<file path="config.mk">
export PLATFORM = sky130hd
export DESIGN_NAME = trace_match_top
export DESIGN_NICKNAME = d
export VERILOG_FILES = /design/src/trace_pkg.sv /design/src/trace_bus_if.sv /design/src/trace_shifter.sv /design/src/pattern_rule.sv /design/src/match_reporter.sv /design/src/trace_match_top.sv
export SDC_FILE = /design/constraint.sdc
export NUM_CORES = 1
export LEC_CHECK = 0
export ABC_CLOCK_PERIOD_IN_PS = 8000
export BUFFER_PORTS_ARGS = -buffer_cell sky130_fd_sc_hd__clkbuf_2
export CORE_MARGIN = 4
export CORE_UTILIZATION = 55
export DETAILED_ROUTE_END_ITERATION = 7
export HOLD_SLACK_MARGIN = 0.02
export PLACE_DENSITY = 0.83
export SETUP_SLACK_MARGIN = 0.1
export SLEW_MARGIN = 20
export SYNTH_ARGS = -nofsm -noshare
export SYNTH_HDL_FRONTEND = slang
export SYNTH_SLANG_ARGS = --single-unit
export TNS_END_PERCENT = 10
</file>
<file path="constraint.sdc">
create_clock -name trace_clk -period 8 [get_ports trace_clk]
set_input_delay 0.8 -clock trace_clk [delete_from_list [all_inputs] [get_ports trace_clk]]
set_output_delay 0.8 -clock trace_clk [all_outputs]
set_load 0.1 [all_outputs]
</file>
<file path="src/trace_pkg.sv">
/*
  Shared definitions for the trace pattern matcher:
  window, rule and event widths, rule count, initial event credits,
  the vector typedefs and the config field encoding.
*/
`default_nettype none

package trace_pkg;

   localparam int NUM_RULES      = 8;                    // pattern match rules
   localparam int WINDOW_NIBBLES = 16;                   // nibbles per window
   localparam int WINDOW_BITS    = 4 * WINDOW_NIBBLES;   // 64 bit window
   localparam int STAMP_BITS     = 16;                   // timestamp width
   localparam int EVT_CREDITS    = 4;                    // credits after reset

   typedef logic [3:0]             nibble_t;       // one trace nibble
   typedef logic [WINDOW_BITS-1:0] window_t;       // trace window
   typedef logic [STAMP_BITS-1:0]  stamp_t;        // trace_clk cycles
   typedef logic [2:0]             rule_idx_t;     // rule number
   typedef logic [NUM_RULES-1:0]   rule_vec_t;     // one bit per rule
   typedef logic [2:0]             credit_t;       // holds 0..EVT_CREDITS
   typedef logic [7:0]             drop_count_t;   // saturating drop count

   // which rule register a config write targets
   typedef enum logic [1:0] {
      cfg_pattern = 2'd0,   // full pattern word
      cfg_mask    = 2'd1,   // full mask word
      cfg_enable  = 2'd2    // bit 0 rule enable, bit 1 trigger enable
   } cfg_field_e;

endpackage

`default_nettype wire

</file>
<file path="src/trace_bus_if.sv">
/*
  Bus from the trace shifter to the match rules and the reporter.
  Carries the window with its timestamp and the registered config write.
*/
`timescale 1ns/100ps
`default_nettype none

interface trace_bus_if (
   input logic trace_clk,
   input logic reset
);
   import trace_pkg::*;

   window_t    window;         // newest nibble in bits 3:0
   stamp_t     stamp;          // stamp of newest nibble
   logic       window_valid;   // window holds 16 fresh nibbles
   logic       cfg_wr;
   rule_idx_t  cfg_rule;
   cfg_field_e cfg_field;
   window_t    cfg_data;

   modport src (
      output window, stamp, window_valid,
      output cfg_wr, cfg_rule, cfg_field, cfg_data
   );

   modport rule (
      input trace_clk, reset,
      input window, stamp, window_valid,
      input cfg_wr, cfg_rule, cfg_field, cfg_data
   );

   modport mon (
      input trace_clk, reset,
      input window, stamp, window_valid
   );

endinterface

`default_nettype wire

</file>
<file path="src/trace_shifter.sv">
/*
  Trace front end with nibble shift register, fill counter and window valid,
  free running timestamp counter and config write register stage.
*/
`timescale 1ns/100ps
`default_nettype none

module trace_shifter (
   input  logic                   trace_clk,
   input  logic                   reset,
   input  logic                   trace_en,
   input  trace_pkg::nibble_t     trace_data,
   input  logic                   cfg_wr,
   input  trace_pkg::rule_idx_t   cfg_rule,
   input  trace_pkg::cfg_field_e  cfg_field,
   input  trace_pkg::window_t     cfg_data,
   trace_bus_if.src               bus
);
   import trace_pkg::*;

   localparam int FILL_BITS = $clog2(WINDOW_NIBBLES);

   logic [FILL_BITS-1:0] fill_cnt;    // nibbles sampled up to 15
   stamp_t               stamp_cnt;   // edges since reset release

   // shift in the newest nibble with its stamp
   always_ff @(posedge trace_clk) begin
      if (trace_en) begin
         bus.window <= {bus.window[WINDOW_BITS-5:0], trace_data};
         bus.stamp  <= stamp_cnt;     // value at the sampling edge
      end
   end

   always_ff @(posedge trace_clk) begin
      if (reset) begin
         fill_cnt         <= '0;
         bus.window_valid <= 1'b0;
      end else if (!trace_en) begin
         fill_cnt         <= '0;      // gap in the stream restarts fill
         bus.window_valid <= 1'b0;
      end else begin
         if (fill_cnt != FILL_BITS'(WINDOW_NIBBLES - 1))
            fill_cnt <= fill_cnt + 1'b1;
         // this edge samples the 16th nibble or later
         bus.window_valid <= (fill_cnt == FILL_BITS'(WINDOW_NIBBLES - 1));
      end
   end

   always_ff @(posedge trace_clk) begin
      if (reset)
         stamp_cnt <= '0;             // reads 0 at first edge after reset
      else
         stamp_cnt <= stamp_cnt + 1'b1;
   end

   // config write register stage
   always_ff @(posedge trace_clk) begin
      if (reset)
         bus.cfg_wr <= 1'b0;
      else
         bus.cfg_wr <= cfg_wr;
   end

   always_ff @(posedge trace_clk) begin
      bus.cfg_rule  <= cfg_rule;
      bus.cfg_field <= cfg_field;
      bus.cfg_data  <= cfg_data;
   end

endmodule

`default_nettype wire

</file>
<file path="src/pattern_rule.sv">
/*
  Single pattern match rule with config registers for pattern, mask and
  enables, masked window compare and registered hit outputs.
*/
`timescale 1ns/100ps
`default_nettype none

module pattern_rule #(
   parameter trace_pkg::rule_idx_t RULE_ID = '0
) (
   trace_bus_if.rule bus,
   output logic      hit,
   output logic      trig_hit
);
   import trace_pkg::*;

   window_t pattern;
   window_t mask;          // 1 = bit must match
   logic    rule_en;
   logic    trig_en;
   logic    cfg_sel;       // write addressed to this rule
   logic    match;

   assign cfg_sel = bus.cfg_wr && (bus.cfg_rule == RULE_ID);

   // pattern and mask words
   always_ff @(posedge bus.trace_clk) begin
      if (cfg_sel && bus.cfg_field == cfg_pattern)
         pattern <= bus.cfg_data;
      if (cfg_sel && bus.cfg_field == cfg_mask)
         mask <= bus.cfg_data;
   end

   always_ff @(posedge bus.trace_clk) begin
      if (bus.reset) begin
         rule_en <= 1'b0;
         trig_en <= 1'b0;
      end else if (cfg_sel && bus.cfg_field == cfg_enable) begin
         rule_en <= bus.cfg_data[0];
         trig_en <= bus.cfg_data[1];
      end
   end

   assign match = bus.window_valid && rule_en
                  && (((bus.window ^ pattern) & mask) == '0);

   always_ff @(posedge bus.trace_clk) begin
      if (bus.reset) begin
         hit      <= 1'b0;
         trig_hit <= 1'b0;
      end else begin
         hit      <= match;
         trig_hit <= match && trig_en;   // same edge as hit
      end
   end

endmodule

`default_nettype wire

</file>
<file path="src/match_reporter.sv">
/*
  Match reporter: window and stamp alignment, lowest rule priority pick,
  trigger pulse, credit counter, event issue and saturating drop count.
*/
`timescale 1ns/100ps
`default_nettype none

module match_reporter (
   trace_bus_if.mon                   bus,
   input  trace_pkg::rule_vec_t       hits,
   input  trace_pkg::rule_vec_t       trig_hits,
   input  logic                       evt_credit,
   output logic                       evt_valid,
   output trace_pkg::rule_idx_t       evt_rule,
   output trace_pkg::window_t         evt_window,
   output trace_pkg::stamp_t          evt_stamp,
   output logic                       trig_out,
   output trace_pkg::drop_count_t     drop_count
);
   import trace_pkg::*;

   window_t   window_d;    // window that produced the current hits
   stamp_t    stamp_d;
   rule_idx_t win_rule;
   logic      any_hit;
   credit_t   credits;
   logic      issue;
   logic      drop;

   // hits lag the window by one edge
   always_ff @(posedge bus.trace_clk) begin
      if (bus.window_valid) begin
         window_d <= bus.window;
         stamp_d  <= bus.stamp;
      end
   end

   // lowest numbered rule wins
   always_comb begin
      win_rule = '0;
      for (int i = NUM_RULES - 1; i >= 0; i--) begin
         if (hits[i])
            win_rule = rule_idx_t'(i);
      end
   end

   assign any_hit = |hits;
   assign issue   = any_hit && (credits != '0);
   assign drop    = any_hit && (credits == '0);   // late credit cannot help

   always_ff @(posedge bus.trace_clk) begin
      if (bus.reset) begin
         credits <= credit_t'(EVT_CREDITS);
      end else begin
         credits <= credits - credit_t'(issue) + credit_t'(evt_credit);
      end
   end

   always_ff @(posedge bus.trace_clk) begin
      if (bus.reset) begin
         evt_valid  <= 1'b0;
         trig_out   <= 1'b0;
         drop_count <= '0;
      end else begin
         evt_valid <= issue;
         trig_out  <= |trig_hits;        // independent of credits
         if (drop && drop_count != '1)
            drop_count <= drop_count + 1'b1;
      end
   end

   // event payload
   always_ff @(posedge bus.trace_clk) begin
      if (issue) begin
         evt_rule   <= win_rule;
         evt_window <= window_d;
         evt_stamp  <= stamp_d;
      end
   end

endmodule

`default_nettype wire

</file>
<file path="src/trace_match_top.sv">
/*
  Top level of the trace matcher: trace shifter, eight pattern rules
  and the match reporter joined by the trace bus.
*/
`timescale 1ns/100ps
`default_nettype none

module trace_match_top (
   input  logic                   trace_clk,
   input  logic                   reset,
   input  logic                   trace_en,
   input  trace_pkg::nibble_t     trace_data,
   input  logic                   cfg_wr,
   input  trace_pkg::rule_idx_t   cfg_rule,
   input  trace_pkg::cfg_field_e  cfg_field,
   input  trace_pkg::window_t     cfg_data,
   input  logic                   evt_credit,
   output logic                   evt_valid,
   output trace_pkg::rule_idx_t   evt_rule,
   output trace_pkg::window_t     evt_window,
   output trace_pkg::stamp_t      evt_stamp,
   output logic                   trig_out,
   output trace_pkg::drop_count_t drop_count
);
   import trace_pkg::*;

   rule_vec_t hits;
   rule_vec_t trig_hits;

   trace_bus_if u_bus (
      .trace_clk (trace_clk),
      .reset     (reset)
   );

   trace_shifter u_shifter (
      .trace_clk  (trace_clk),
      .reset      (reset),
      .trace_en   (trace_en),
      .trace_data (trace_data),
      .cfg_wr     (cfg_wr),
      .cfg_rule   (cfg_rule),
      .cfg_field  (cfg_field),
      .cfg_data   (cfg_data),
      .bus        (u_bus.src)
   );

   for (genvar g = 0; g < NUM_RULES; g++) begin : g_rule
      pattern_rule #(
         .RULE_ID (rule_idx_t'(g))
      ) u_rule (
         .bus      (u_bus.rule),
         .hit      (hits[g]),
         .trig_hit (trig_hits[g])
      );
   end

   match_reporter u_reporter (
      .bus        (u_bus.mon),
      .hits       (hits),
      .trig_hits  (trig_hits),
      .evt_credit (evt_credit),
      .evt_valid  (evt_valid),
      .evt_rule   (evt_rule),
      .evt_window (evt_window),
      .evt_stamp  (evt_stamp),
      .trig_out   (trig_out),
      .drop_count (drop_count)
   );

endmodule

`default_nettype wire

</file>
==> flow_summary.toml <==
[synthesis]
synth_edf_count = 1267
syn_nets = 2641
synthCells = 2557
ys_async_sr_fraction_pct = 0
syn_avg_cell_area_sq_um = 19.4
ys_warn_count = 0
yosys_most_used_dff = "edfxtp_1"
ys_seq_elements = 1403
ys_seq_area_share_pct = 82.1
synth.distinct_cells = 38
netlist_area_sq_um = 49600

[timing]
setup_tns_ns = 0
finalHoldViolCount = 0
fmax_mhz = 340
hold_slack_ns = 0.151
finalWorstPathRequiredPeriod_ns = 2.94
slew_headroom_pct = 19.7
layout_setup_ws_ns = 5.06
finClkSkew_ns = 0.0293
maxSlewViolCount = 0
rsz0062_at_grt = "false"
timing.final.crit_share_pct = 36.7
tightest_slew_ns = 1.20
setup_viol = 0

[setup_path]
arrival_ns = 3.56
cp_cell_sequence = "xor2_1, a22o_1, a221oi_1, nand4_1, nor4_1"
r2r_cells = 5
rrSetupSlack_ns = 5.06
path_class = "reg2reg"
cp_data_required_time_ns = 8.62
r2r_start = "u_shifter.bus.window[46]"
path_max_fanout = 10
slowest_delay_ns = 0.99
reg2reg_to = "g_rule[7].u_rule.hit"
slowest_stage = "edfxtp_1"
endpoint_kind = "flip-flop"
start_kind = "flip-flop"

[drt]
drt_iter0_markers = 3422
avgViaCountPerCell = 6.21
firstDrtPassIters = 5
drt_wl_total_um = 122000
drc = 0
antenna_left = 0
wire_per_inst_um = 29.8
vias = 25400

[pwr]
vdd_ir_drop_max_mv = 0.169
powerDensity_nw_per_um2 = 268
cellLeakagePower_nw = 19.1

[final_layout]
stdcell_count = 4091
stdcell_area_sq_um = 56400
diodes = 0
drive_gt1_share_pct = 14.9
nets = 2899
area_delta_synth_final_pct = 13.5
regArea_sq_um = 40800
n_fill_cell = 5503
multi_input_area_sq_um = 8480

[min_path]
hold_path.class = "in2reg"
hold-path-endpoint = "u_shifter.bus.cfg_data[26]"
worstHoldStart = "cfg_data[26]"
min_delay_path_depth = 1

[clock_tree]
holdBufCountCts = 0
numCtsBuffers = 135
clock_latency_ns = 0.74
cts_resized = 0
cts_setup_buffers = 0
clock_sinks = 1403
cts-root-buf = "clkbuf_16"
ctsHtreeMaxLevel = 4
tritoncts = "built"
clk_pin_slew_ns = 0.07
cts_max_path_buffers = 3

[global_routing]
first_global_vias = 25600
grtUsageTotal_pct = 25.8
grt-ovfl-total = 0
grt.busiest_layer = "met2"
met3_usage_pct = 6.59
antenna_found_initial = 7
use_met2_pct = 41.4
grtUsageMet1_pct = 33.9
grt_max_degree = 67
grt_pass1_wl_um = 176000

[floorplan]
num_rows = 109
die_area_sq_um = 95100
coreArea_sq_um = 88900
io_pins = 171
die_y_um = 308
start_util_pct = 55.8
dieWidth_um = 308

[outcome]
status = "finished clean"

[placement]
dp_worst_setup_slack_ns = 5.19
port_buffers = 170
dp_cells = 3843
placed_area_sq_um = 51800
gp_congestion = 0.902
place_hpwl_um = 73400

[run]
drv_cap = 0
-- flip-flops by register name (all words and copies together) (netlist names), 2 cells and up --
signal,flops
u_reporter.evt_window,64
g_rule.u_rule.pattern,512
u_shifter.fill_cnt,4
u_reporter.credits,3
g_rule.u_rule.trig_en,8
u_reporter.window_d,64
u_reporter.drop_count,8
g_rule.u_rule.trig_hit,8
u_reporter.evt_rule,3
u_shifter.stamp_cnt,16
u_shifter.bus.window,64
u_reporter.stamp_d,16
u_shifter.bus.cfg_data,64
u_shifter.bus.stamp,16
u_shifter.bus.cfg_field,2
g_rule.u_rule.rule_en,8
g_rule.u_rule.hit,8
u_shifter.bus.cfg_rule,3
u_reporter.evt_stamp,16
g_rule.u_rule.mask,512
-- worst max-delay path: cells and delay by family, from the launching register on --
kind | cells | cell delay (ns)
xor+xnor | 1 | 0.15
compound gates | 2 | 0.79
simple gates | 2 | 0.88
flops | 1 | 0.99
-- cell usage after synthesis, types with 12 or more instances --
master	count	share of area [%]
a21oi_1	21	0.21
nor2_1	60	0.45
buf_6	23	0.52
dfxtp_1	136	5.5
clkbuf_1	32	0.24
a22oi_1	137	2.1
nand4_1	45	0.57
a22o_1	48	0.85
nand2_1	37	0.28
a221oi_1	48	0.85
edfxtp_1	1267	77
xor2_1	523	9.2
nand3_1	22	0.22
xnor2_1	12	0.21
nor4_1	24	0.30
buf_2	17	0.17
-- power by group --
group / leakage (nW) / internal [W] / switching (W)
logic: 4.25 / 0.000123 / 0.000170
registers: 12.6 / 0.00806 / 0.000243
clock network: 2.22 / 0.00377 / 0.00272
total: 19.1 / 0.0120 / 0.00313
-- how the worst max path moves through the flow --
stage	from	endpoint	slack [ns]
global placement	g_rule[4].u_rule.hit	u_reporter.credits[2]	5.18
floorplan	u_shifter.bus.cfg_field[1]	g_rule[4].u_rule.pattern[0]	0.49
detailed placement	u_shifter.bus.window[46]	g_rule[7].u_rule.trig_hit	5.19
finish	u_shifter.bus.window[46]	g_rule[7].u_rule.hit	5.06
CTS	u_shifter.bus.window[46]	g_rule[7].u_rule.hit	5.09
global route	u_shifter.bus.window[46]	g_rule[7].u_rule.trig_hit	4.99
-- final cells by class --
type / instances / area share, %
clock buffers: 176 / 6.52
clock inverters: 72 / 1.58
inverters: 6 / 0.0400
multi-input cells: 1071 / 15.0
flip-flops and latches: 1403 / 72.3
well taps: 1165 / 2.59
repair buffers: 198 / 1.89
-- per-stage QoR --
| stage | util (%) | total power (W) |
|---|---|---|
| after global routing | 63.4 | 0.0155 |
| after detailed placement | 58.2 | 0.00873 |
| final | 63.4 | 0.0151 |
| after CTS | 63.4 | 0.0151 |
| after global placement | 58.2 | 0.00871 |
| after floorplan | - | 0.00852 |
-- per-layer routing --
| layer | vias up | share of wire, % |
|---|---|---|
| met2 | 1954 | 47 |
| met4 | 4 | 4.6 |
| met3 | 326 | 13 |
| met1 | 12700 | 35 |
| li1 | 10400 | - |
| met5 | - | 0.021 |
-- cells by family after synthesis --
family | after synthesis | share of synthesized area (%)
simple gates | 239 | 2.58
flops | 1403 | 82.1
mux | 9 | 0.181
compound gates | 282 | 4.46
buf+inv | 83 | 1.06
xor+xnor | 535 | 9.44
fa+ha+maj | 6 | 0.166
-- cell usage in the layout, fill, tap and decap left out, drive strengths merged --
cell and count:
a211oi 1, a21oi 21, a221oi 48, a222oi 8, a22o 48, a22oi 144
a31oi 1, and2 1, and3 3, and4 3, buf 29, bufinv 15
clkbuf 345, clkinv 42, clkinvlp 6, dfxtp 136, edfxtp 1267, fa 1
ha 5, inv 15, mux2i 9, nand2 37, nand2b 4, nand3 22
nand4 52, nor2 60, nor2b 9, nor3 7, nor3b 1, nor4 24
o21ai 10, o21bai 1, or2 5, or4 11, xnor2 12, xor2 523
No activity file was read; power rests on OpenSTA's default activity.
